==> config.mk <==
export PLATFORM = sky130hd
export DESIGN_NAME = mem_system
export DESIGN_NICKNAME = d
export VERILOG_FILES = /design/src/axi_lite_pkg.sv /design/src/mem_types_pkg.sv /design/src/mem_system.sv /design/src/ram2.sv /design/src/ram_controller.sv /design/src/ram_uart.sv
export SDC_FILE = /design/constraint.sdc
export NUM_CORES = 1
export LEC_CHECK = 0
export ABC_AREA = 1
export BUFFER_PORTS_ARGS = -buffer_cell sky130_fd_sc_hd__buf_2
export CORE_MARGIN = 1
export CORE_UTILIZATION = 48
export DETAILED_ROUTE_END_ITERATION = 12
export PLACE_DENSITY = 0.81
export SYNTH_ARGS = -nofsm -noshare
export SYNTH_HDL_FRONTEND = slang
export SYNTH_SLANG_ARGS = --single-unit
==> constraint.sdc <==
create_clock -name clk -period 3.02 [get_ports clk]
set_clock_uncertainty 0.15 [all_clocks]
set_input_delay 0.604 -clock clk [delete_from_list [all_inputs] [get_ports clk]]
set_output_delay 0.604 -clock clk [all_outputs]
set_load 0.005 [all_outputs]
==> src/axi_lite_pkg.sv <==
package axi_lite_pkg;

	localparam int axi_addr_w = 32;
	localparam int axi_data_w = 32;

	// word address sits in bits 17:2 of the byte address
	localparam int axi_word_lsb = 2;
	localparam int axi_word_msb = 17;

	localparam logic [1:0] resp_okay = 2'b00;
	localparam logic [1:0] resp_slverr = 2'b10;

	typedef struct packed {
		logic awvalid;
		logic [axi_addr_w-1:0] awaddr;
		logic wvalid;
		logic [axi_data_w-1:0] wdata;
		logic [axi_data_w/8-1:0] wstrb;
		logic bready;
		logic arvalid;
		logic [axi_addr_w-1:0] araddr;
		logic rready;
	} axi_lite_req_t;

	typedef struct packed {
		logic awready;
		logic wready;
		logic bvalid;
		logic [1:0] bresp;
		logic arready;
		logic rvalid;
		logic [axi_data_w-1:0] rdata;
		logic [1:0] rresp;
	} axi_lite_rsp_t;

endpackage

==> src/mem_types_pkg.sv <==
package mem_types_pkg;

	// data and word-address width of the memory side
	localparam int word_w = 16;
	// external SRAM address pins
	localparam int sram_addr_w = 18;

	// address map
	localparam logic [word_w-1:0] ram2_limit = 16'h8000;
	localparam logic [7:0] io_page = 8'hBF;
	localparam logic [7:0] uart_data_reg = 8'h00;
	localparam logic [7:0] uart_stat_reg = 8'h01;

	// io view of a word address
	typedef struct packed {
		logic [7:0] page;
		logic [7:0] regsel;
	} io_addr_t;

	// same word read as sram address or as page/register pair
	typedef union packed {
		logic [word_w-1:0] word;
		io_addr_t io;
	} mem_addr_u;

	typedef struct packed {
		logic valid;
		logic write;
		mem_addr_u addr;
		logic [word_w-1:0] wdata;
	} bank_req_t;

	typedef struct packed {
		logic done;
		logic err;
		logic [word_w-1:0] rdata;
	} bank_rsp_t;

	// strobes are active low, data pins split for simulation
	typedef struct packed {
		logic [sram_addr_w-1:0] addr;
		logic en_n;
		logic oe_n;
		logic we_n;
		logic [word_w-1:0] data_out;
		logic data_oe;
	} sram_bus_t;

endpackage

==> src/mem_system.sv <==
module mem_system (
	input logic clk,
	input logic rst_n,
	input axi_lite_pkg::axi_lite_req_t axi_req,
	output axi_lite_pkg::axi_lite_rsp_t axi_rsp,
	output mem_types_pkg::sram_bus_t ram1,
	input logic [mem_types_pkg::word_w-1:0] ram1_dq_in,
	output mem_types_pkg::sram_bus_t ram2,
	input logic [mem_types_pkg::word_w-1:0] ram2_dq_in,
	input logic data_ready,
	input logic tbre,
	input logic tsre,
	output logic rdn,
	output logic wrn
);
	import mem_types_pkg::*;

	bank_req_t ram1_req;
	bank_rsp_t ram1_rsp;
	bank_req_t ram2_req;
	bank_rsp_t ram2_rsp;

	ram_controller ram_controller_i (
		.clk(clk),
		.rst_n(rst_n),
		.axi_req(axi_req),
		.axi_rsp(axi_rsp),
		.ram1_req(ram1_req),
		.ram1_rsp(ram1_rsp),
		.ram2_req(ram2_req),
		.ram2_rsp(ram2_rsp)
	);

	// ram1 bank shares its data bus with the uart
	ram_uart ram_uart_i (
		.clk(clk),
		.rst_n(rst_n),
		.req(ram1_req),
		.rsp(ram1_rsp),
		.ram1(ram1),
		.ram1_dq_in(ram1_dq_in),
		.data_ready(data_ready),
		.tbre(tbre),
		.tsre(tsre),
		.rdn(rdn),
		.wrn(wrn)
	);

	ram2 ram2_i (
		.clk(clk),
		.rst_n(rst_n),
		.req(ram2_req),
		.rsp(ram2_rsp),
		.ram2(ram2),
		.ram2_dq_in(ram2_dq_in)
	);

endmodule

==> src/ram2.sv <==
module ram2 (
	input logic clk,
	input logic rst_n,
	input mem_types_pkg::bank_req_t req,
	output mem_types_pkg::bank_rsp_t rsp,
	output mem_types_pkg::sram_bus_t ram2,
	input logic [mem_types_pkg::word_w-1:0] ram2_dq_in
);
	import mem_types_pkg::*;

	typedef enum logic [1:0] {
		st_idle,
		st_cycle1,
		st_cycle2
	} phase_t;

	phase_t phase;

	logic en_n_q;
	logic oe_n_q;
	logic we_n_q;
	logic data_oe_q;
	logic done_q;
	logic [sram_addr_w-1:0] addr_q;
	logic [word_w-1:0] wdata_q;
	logic [word_w-1:0] rdata_q;

	always_ff @(posedge clk or negedge rst_n) begin
		if (!rst_n) begin
			phase <= st_idle;
			en_n_q <= 1'b1;
			oe_n_q <= 1'b1;
			we_n_q <= 1'b1;
			data_oe_q <= 1'b0;
			done_q <= 1'b0;
		end else begin
			done_q <= 1'b0;
			case (phase)
				st_idle: begin
					if (req.valid) begin
						phase <= st_cycle1;
						en_n_q <= 1'b0;
						oe_n_q <= req.write;
						we_n_q <= !req.write;
						data_oe_q <= req.write;
					end
				end
				st_cycle1: begin
					phase <= st_cycle2;
					en_n_q <= 1'b1;
					oe_n_q <= 1'b1;
					we_n_q <= 1'b1;
				end
				st_cycle2: begin
					phase <= st_idle;
					data_oe_q <= 1'b0;
					done_q <= 1'b1;
				end
				default: phase <= st_idle;
			endcase
		end
	end

	always_ff @(posedge clk) begin
		if (phase == st_idle && req.valid) begin
			addr_q <= {{(sram_addr_w - word_w){1'b0}}, req.addr.word};
			wdata_q <= req.wdata;
		end
		// sram output settled by the end of the strobe cycle
		if (phase == st_cycle1)
			rdata_q <= ram2_dq_in;
	end

	assign ram2 = '{addr: addr_q, en_n: en_n_q, oe_n: oe_n_q, we_n: we_n_q,
			data_out: wdata_q, data_oe: data_oe_q};
	assign rsp = '{done: done_q, err: 1'b0, rdata: rdata_q};

	oe_we_exclusive: assert property (@(posedge clk) disable iff (!rst_n)
		!(!ram2.oe_n && !ram2.we_n))
		else $error("ram2 oe_n and we_n low together");

endmodule

==> src/ram_controller.sv <==
module ram_controller (
	input logic clk,
	input logic rst_n,
	input axi_lite_pkg::axi_lite_req_t axi_req,
	output axi_lite_pkg::axi_lite_rsp_t axi_rsp,
	output mem_types_pkg::bank_req_t ram1_req,
	input mem_types_pkg::bank_rsp_t ram1_rsp,
	output mem_types_pkg::bank_req_t ram2_req,
	input mem_types_pkg::bank_rsp_t ram2_rsp
);
	import axi_lite_pkg::*;
	import mem_types_pkg::*;

	typedef enum logic [1:0] {
		st_idle,
		st_dispatch,
		st_wait,
		st_respond
	} state_t;

	state_t state;

	logic take_read;
	logic take_write;
	logic rsp_taken;
	logic [word_w-1:0] acc_word;
	logic is_write_q;
	logic sel_ram2_q;
	logic err_q;
	mem_addr_u addr_q;
	logic [word_w-1:0] wdata_q;
	logic [word_w-1:0] rdata_q;
	bank_req_t dispatch_req;
	bank_rsp_t bank_rsp;

	// read wins when both channels are valid in the same idle cycle
	assign take_read = state == st_idle && axi_req.arvalid;
	assign take_write = state == st_idle && !axi_req.arvalid && axi_req.awvalid && axi_req.wvalid;

	assign acc_word = take_read ? axi_req.araddr[axi_word_msb:axi_word_lsb]
				    : axi_req.awaddr[axi_word_msb:axi_word_lsb];

	assign rsp_taken = is_write_q ? axi_req.bready : axi_req.rready;

	// only the selected engine can answer
	assign bank_rsp = sel_ram2_q ? ram2_rsp : ram1_rsp;

	always_ff @(posedge clk or negedge rst_n) begin
		if (!rst_n) begin
			state <= st_idle;
			is_write_q <= 1'b0;
			sel_ram2_q <= 1'b0;
			err_q <= 1'b0;
		end else begin
			case (state)
				st_idle: begin
					if (take_read || take_write) begin
						state <= st_dispatch;
						is_write_q <= take_write;
						sel_ram2_q <= acc_word < ram2_limit;
					end
				end
				st_dispatch: state <= st_wait;
				st_wait: begin
					if (bank_rsp.done) begin
						state <= st_respond;
						err_q <= bank_rsp.err;
					end
				end
				st_respond: begin
					if (rsp_taken)
						state <= st_idle;
				end
			endcase
		end
	end

	always_ff @(posedge clk) begin
		if (take_read || take_write) begin
			addr_q.word <= acc_word;
			wdata_q <= axi_req.wdata[word_w-1:0];
		end
		if (state == st_wait && bank_rsp.done)
			rdata_q <= bank_rsp.rdata;
	end

	// one-cycle request pulse to the chosen bank
	always_comb begin
		dispatch_req.valid = state == st_dispatch;
		dispatch_req.write = is_write_q;
		dispatch_req.addr = addr_q;
		dispatch_req.wdata = wdata_q;
		ram1_req = dispatch_req;
		ram1_req.valid = dispatch_req.valid && !sel_ram2_q;
		ram2_req = dispatch_req;
		ram2_req.valid = dispatch_req.valid && sel_ram2_q;
	end

	always_comb begin
		axi_rsp.awready = take_write;
		axi_rsp.wready = take_write;
		axi_rsp.arready = take_read;
		axi_rsp.bvalid = state == st_respond && is_write_q;
		axi_rsp.bresp = err_q ? resp_slverr : resp_okay;
		axi_rsp.rvalid = state == st_respond && !is_write_q;
		axi_rsp.rdata = {{(axi_data_w - word_w){1'b0}}, rdata_q};
		axi_rsp.rresp = err_q ? resp_slverr : resp_okay;
	end

	one_bank_at_a_time: assert property (@(posedge clk) disable iff (!rst_n)
		!(ram1_req.valid && ram2_req.valid))
		else $error("both bank requests valid together");

	// engines only answer a dispatched request
	no_done_when_idle: assert property (@(posedge clk) disable iff (!rst_n)
		state == st_idle |-> !(ram1_rsp.done || ram2_rsp.done))
		else $error("bank done while controller idle");

endmodule

==> src/ram_uart.sv <==
module ram_uart (
	input logic clk,
	input logic rst_n,
	input mem_types_pkg::bank_req_t req,
	output mem_types_pkg::bank_rsp_t rsp,
	output mem_types_pkg::sram_bus_t ram1,
	input logic [mem_types_pkg::word_w-1:0] ram1_dq_in,
	input logic data_ready,
	input logic tbre,
	input logic tsre,
	output logic rdn,
	output logic wrn
);
	import mem_types_pkg::*;

	typedef enum logic [1:0] {
		st_idle,
		st_cycle1,
		st_cycle2,
		st_status
	} phase_t;

	phase_t phase;

	logic io_hit;
	logic uart_data_hit;
	logic uart_stat_hit;
	logic [word_w-1:0] status_word;
	logic stat_write_q;
	logic en_n_q;
	logic oe_n_q;
	logic we_n_q;
	logic data_oe_q;
	logic rdn_q;
	logic wrn_q;
	logic done_q;
	logic err_q;
	logic [sram_addr_w-1:0] addr_q;
	logic [word_w-1:0] wdata_q;
	logic [word_w-1:0] rdata_q;

	// uart registers live on the io page
	assign io_hit = req.addr.io.page == io_page;
	assign uart_data_hit = io_hit && req.addr.io.regsel == uart_data_reg;
	assign uart_stat_hit = io_hit && req.addr.io.regsel == uart_stat_reg;

	// bit 0 transmitter empty, bit 1 receive data ready
	assign status_word = {{(word_w - 2){1'b0}}, data_ready, tbre && tsre};

	always_ff @(posedge clk or negedge rst_n) begin
		if (!rst_n) begin
			phase <= st_idle;
			stat_write_q <= 1'b0;
			en_n_q <= 1'b1;
			oe_n_q <= 1'b1;
			we_n_q <= 1'b1;
			data_oe_q <= 1'b0;
			rdn_q <= 1'b1;
			wrn_q <= 1'b1;
			done_q <= 1'b0;
			err_q <= 1'b0;
		end else begin
			done_q <= 1'b0;
			err_q <= 1'b0;
			case (phase)
				st_idle: begin
					if (req.valid) begin
						if (uart_stat_hit) begin
							phase <= st_status;
							stat_write_q <= req.write;
						end else if (uart_data_hit) begin
							// ram1 stays disabled, uart drives or reads the bus
							phase <= st_cycle1;
							rdn_q <= req.write;
							wrn_q <= !req.write;
							data_oe_q <= req.write;
						end else begin
							phase <= st_cycle1;
							en_n_q <= 1'b0;
							oe_n_q <= req.write;
							we_n_q <= !req.write;
							data_oe_q <= req.write;
						end
					end
				end
				st_cycle1: begin
					phase <= st_cycle2;
					en_n_q <= 1'b1;
					oe_n_q <= 1'b1;
					we_n_q <= 1'b1;
					rdn_q <= 1'b1;
					wrn_q <= 1'b1;
				end
				st_cycle2: begin
					// write data held one cycle past the strobe
					phase <= st_idle;
					data_oe_q <= 1'b0;
					done_q <= 1'b1;
				end
				st_status: begin
					// status register is read only
					phase <= st_idle;
					done_q <= 1'b1;
					err_q <= stat_write_q;
				end
			endcase
		end
	end

	always_ff @(posedge clk) begin
		if (phase == st_idle && req.valid) begin
			addr_q <= {{(sram_addr_w - word_w){1'b0}}, req.addr.word};
			wdata_q <= req.wdata;
		end
		// shared data bus, same sample point for sram and uart
		if (phase == st_cycle1)
			rdata_q <= ram1_dq_in;
		if (phase == st_status)
			rdata_q <= status_word;
	end

	assign ram1 = '{addr: addr_q, en_n: en_n_q, oe_n: oe_n_q, we_n: we_n_q,
			data_out: wdata_q, data_oe: data_oe_q};
	assign rdn = rdn_q;
	assign wrn = wrn_q;
	assign rsp = '{done: done_q, err: err_q, rdata: rdata_q};

	no_bus_fight: assert property (@(posedge clk) disable iff (!rst_n)
		!(!rdn && !ram1.oe_n))
		else $error("uart read and ram1 output enable active together");

endmodule

# [After elaboration in Yosys (flattened, before gate mapping)]
# Index checks and enable logic that the tools add are counted.
[classes] addsub=0 n_mul=0 div=0 order_cmp=1 n_eq_ne=18 shift=0 mux=48 bitwise=0 reduce_logical=37
[ops] operator="two-way mux 1 bit" count=24
[ops] operator="one-hot mux 1 bit (2 select lines)" count=10
[ops] operator="two-way mux 18 bit" count=1
[ops] operator="two-way mux 2 bit" count=9
[ops] operator="< comparator 16 bit (second input constant)" count=1
[ops] operator="two-way mux 16 bit" count=1
[ops] operator="logical AND 1 bit" count=14
[ops] operator="equality test 2 bit (second input constant)" count=5
[ops] operator="!= test 2 x 1 -> 1 bit (second input constant)" count=5
[ops] operator="nonzero test 2 bit" count=5
[ops] operator="AND reduction 3 bit" count=3
[ops] operator="equality test 8 x 1 -> 1 bit (second input constant)" count=1
[ops] operator="equality test 8 bit (second input constant)" count=1
[ops] operator="logical NOT 8 bit" count=1
[ops] operator="one-hot mux 2 bit (4 select lines)" count=1
[ops] operator="AND reduction 2 bit" count=4
[ops] operator="AND reduction 4 bit" count=2
[ops] operator="equality test 2 x 1 -> 1 bit (second input constant)" count=3
[ops] operator="logical NOT 2 bit" count=3
[ops] operator="!= test 2 bit (second input constant)" count=3
[ops] operator="one-hot mux 2 bit (3 select lines)" count=1
[ops] operator="one-hot mux 2 bit (2 select lines)" count=1
[ops] operator="logical NOT 1 bit" count=3
[ops] operator="OR reduction 2 bit" count=1
[ops] operator="logical OR 1 bit" count=1
[totals] ff_bits=167 latch_bits=0 ram_bits=0 mem_bits_ro=0 in_bits=142 output_inout_bits=119 n_memories=0

# [Longest topological paths before layout]
[logic_depth] word_depth=7 depth_mapped=9 mapped_depth_nobuf=9

# [Modules after synthesis]
# A second synthesis with hierarchy kept.
[unflattened] hier_cells=533 area_unflattened_um2=6683.9
[by_module_without_submodules] module="ram_controller" n_inst=1 cells_per_inst=262 area_each_um2=2720.1 seq_area_each_um2=1566.5
[by_module_without_submodules] module="ram_uart" n_inst=1 cells_per_inst=183 area_each_um2=2177.1 seq_area_each_um2=1582.8
[by_module_without_submodules] module="ram2" n_inst=1 cells_per_inst=88 area_each_um2=1786.7 seq_area_each_um2=1620.3

# [Least setup slack after synthesis]
# No wires, ideal clock.
[synth_timing] path_kind="register to register" start="register ram_controller_i.state[1]" end="register ram_uart_i.addr_q[0] (enable)" setup_time_ps=387 arrival_ps=1597 required_ps=2483 slack_ps=887 stages_incl_launch_ff=7 n_path_buf=0 period_less_slack_ps=2133 path_cell_list="dfrtp_1 -> inv_1 -> ha_1 -> nand2_1 -> nand2_1 -> nand2_2 -> inv_1"
[synth_between] elab_chain_len=3
[synth_lines] item="start, declared" line="ram_controller.sv:21" source="state_t state;"
[synth_lines] item="start signal, assigned" line="ram_controller.sv:50" source="state <= st_idle;"
[synth_lines] item="start signal, assigned" line="ram_controller.sv:58" source="state <= st_dispatch;"
[synth_lines] item="start signal, assigned" line="ram_controller.sv:63" source="st_dispatch: state <= st_wait;"
[synth_lines] item="equality test 2 x 1 -> 1 bit" line="ram_controller.sv:89" source="dispatch_req.valid = state == st_dispatch;"
[synth_lines] item="logical AND 1 bit" line="ram_controller.sv:94" source="ram1_req.valid = dispatch_req.valid && !sel_ram2_q;"
[synth_lines] item="logical AND 1 bit" line="ram_uart.sv:111" source="if (phase == st_idle && req.valid) begin"
[synth_lines] item="end signal, assigned" line="ram_uart.sv:112" source="addr_q <= {{(sram_addr_w - word_w){1'b0}}, req.addr.word};"
[synth_lines] item="end, declared" line="ram_uart.sv:38" source="logic [sram_addr_w-1:0] addr_q;"
# No other way between the ends.
# A chain may end at the register's enable or synchronous reset.

==> reports/qor.csv <==
stage,metric,value,unit
power,p_leak,0.00351,uW
critical_path,crit_path_end_kind,output pin,
die,die_area,13700,um^2
timing,period_needed,2.44,ns
power,peakVddDrop,0.000522,V
global_routing,grt_pass1_vias,3797,
placed_design,placed_cell_area,7320,um^2
critical_path,crit_path_start_kind,register,
finish,fillerInstances,981,
cts,clock_path_buffers,2,
status,status,"finished, final reports clean",
logic_synthesis,syn_avg_cell_area,13.4,um^2
logic_synthesis,ys_seq_elements,167,
logic_synthesis,synth-warning-count,0,
logic_synthesis,synth_area,6350,um^2
global_routing,track_usage,18.8,%
finish,fin_area,7900,um^2
timing,hold_viol_final,0,
route,dr_total_vias,3955,
timing,finalSetupViolCount,0,
timing,max_freq,0.409,GHz
logic_synthesis,netlist_instances,474,
timing,holdWs,0.0117,ns
finish,area_growth,24.4,%
die,fp.dieH,117,um
placed_design,gp_congestion,0.805,
route,drc_errors,0,
finish,nets,810,
cts,postCtsSetupRepairBufs,0,
placed_design,dpl.hpwl,8.98,mm
timing,rsz0062_at_grt,no,
route,post_drt_wl_per_cell,14.5,um
global_routing,antenna_found_initial,0,
critical_path,worst-path-max-fanout,18,
logic_synthesis,synth-seq-area-share,75.1,%
critical_path,critical_path_arrival,1.69,ns
die,core,12800,um^2
timing,setup_tns,0,ns
route,ant_nets,0,
critical_path,worstSetupPathType,register to output pin,
timing,slew-limit-headroom,65.9,%
die,die_x,117,um
placed_design,portBuffers,186,
finish,final_cell_mix,"buf_2, edfxtp_1, nand2_1, inv_1, o21ai_0",
critical_path,cp.required,2.27,ns
timing,final_max_slew_viol_count,0,
cts,h-tree-depth,4,
cts,clkTransAtPathRegs,0.06,ns
global_routing,overflow,0,
finish,drive_gt1_share,37.1,%
timing,min_period_over_period,80.9,%
die,row_count,41,
route,drt-pass1-iter-count,4,
global_routing,grt_pass1_wl,18.7,mm
die,boundaryPins,261,
min_path,hp-class,input pin to async pin,
cts,cts_tree,yes,
finish,n_antenna_cell,0,
finish,multiInputGateArea,1130,um^2
timing,tightest_slew,0.511,ns
global_routing,grt_max_degree,35,
finish,mostFrequentLayoutCell,buf_2,
cts,numCtsBuffers,17,
route,drt_iter0_drc,233,
cts,numClockSinks,167,
flow_run,drv_cap,0,
cts,cts_resized,0,
die,initial_utilization,49.7,%
route,viasPerCell,4.66,
route,routed_wl,12.3,mm
power,powerDensity,1000,nW/um^2
finish,seq_area,4770,um^2
cts,cts.root.buffer_cell,clkbuf_16,
cts,clk_latency,0.41,ns
logic_synthesis,synth_cell_types,32,
cts,hold_buffers,0,
[cells by family after synthesis]
logic type / synth area share (%)
buffers and inverters: 8.43
AND/OR/NAND/NOR: 10.8
flip-flops: 75.1
multiplexers: 0.177
other: 0.0590
AO/OA/AOI/OAI: 4.43
adder cells (fa/ha/maj): 0.985
[final cells by class]
cell class / instances / share of cell area, %
Clock buffer: 19 / 5.48
Clock inverter: 13 / 1.95
Inverter: 55 / 2.61
Multi-Input combinational cell: 227 / 14.2
Sequential cell: 167 / 60.4
Tap cell: 172 / 2.72
Timing Repair Buffer: 195 / 12.6
[sequential cells by signal (all words and copies together) (netlist names), 2 cells and up]
| register | flops |
|---|---|
| ram2_i.addr_q | 16 |
| ram2_i.rdata_q | 16 |
| ram2_i.wdata_q | 16 |
| ram_controller_i.addr_q | 16 |
| ram_controller_i.rdata_q | 16 |
| ram_controller_i.wdata_q | 16 |
| ram_uart_i.addr_q | 16 |
| ram_uart_i.rdata_q | 16 |
| ram_uart_i.wdata_q | 16 |
| ram2_i.phase | 2 |
| ram_controller_i.state | 2 |
| ram_uart_i.phase | 2 |
[report_power, final]
group	switching (uW)	leakage, uW	internal, uW
sequential	281	0.00160	3520
combinational	1290	0.00163	731
clock	821	0.000274	1290
[synth_stat cells, drive strengths merged]
cell / count / area, um^2
or2: 3 / 18.8
edfxtp: 130 / 3900
a21boi: 1 / 7.51
nand2: 114 / 452
clkbuf: 6 / 22.5
inv: 55 / 206
nor2: 22 / 97.6
conb: 1 / 3.75
nand4: 6 / 37.5
dfxtp: 14 / 280
mux2: 1 / 11.3
a21oi: 1 / 5.00
buf: 40 / 307
nand3: 12 / 77.6
nor3: 1 / 5.00
o22ai: 14 / 144
dfrtp: 15 / 375
o21ai: 25 / 125
ha: 5 / 62.6
dfstp: 8 / 210
[final timing paths]
check | end | cells past startpoint | slack [ns] | from
min in group clk | ram_controller_i.wdata_q[6] | 1 | 0.22 | axi_req[45]
hold / removal | ram_controller_i.state[1] | 1 | 0.01 | rst_n
setup / recovery | axi_rsp[35] | 5 | 0.58 | ram_controller_i.state[0]
setup reg to reg | ram_uart_i.wdata_q[13] | 7 | 0.83 | ram_controller_i.state[1]
hold reg to reg | ram2_i.wdata_q[15] | 0 | 0.29 | ram_controller_i.wdata_q[15]
max in group asynchronous | ram_uart_i.rdn | 1 | 2.34 | rst_n
[through the flow]
step	setup slack, ns	std cells	util [%]	total power [uW]
6_report	0.577	848	61.9	7940
5_1_grt	0.400	848	61.9	8410
4_1_cts	0.515	848	61.9	8020
3_5_place_dp	0.822	816	57.3	5890
3_3_place_gp	0.886	816	57.3	5770
2_1_floorplan	0.887	495	-	5090
[layer usage]
| metal | global-route usage [%] | share of wire, % | vias to the layer above | routed length (um) |
|---|---|---|---|---|
| met5 | 0 | 0 | - | 0 |
| met4 | 9.70 | 2.0 | 0 | 248 |
| met3 | 3.91 | 5.0 | 19 | 620 |
| met2 | 33.1 | 53 | 145 | 6520 |
| met1 | 21.6 | 40 | 1876 | 4920 |
| li1 | - | - | 1915 | - |
[critical path: stages, from the launching register on]
cell and delay, ns:
dfrtp_1 0.41, inv_1 0.12, ha_1 0.23, nand2_2 0.23
inv_2 0.16, buf_2 0.13
No activity file was read; power rests on OpenSTA's default activity.
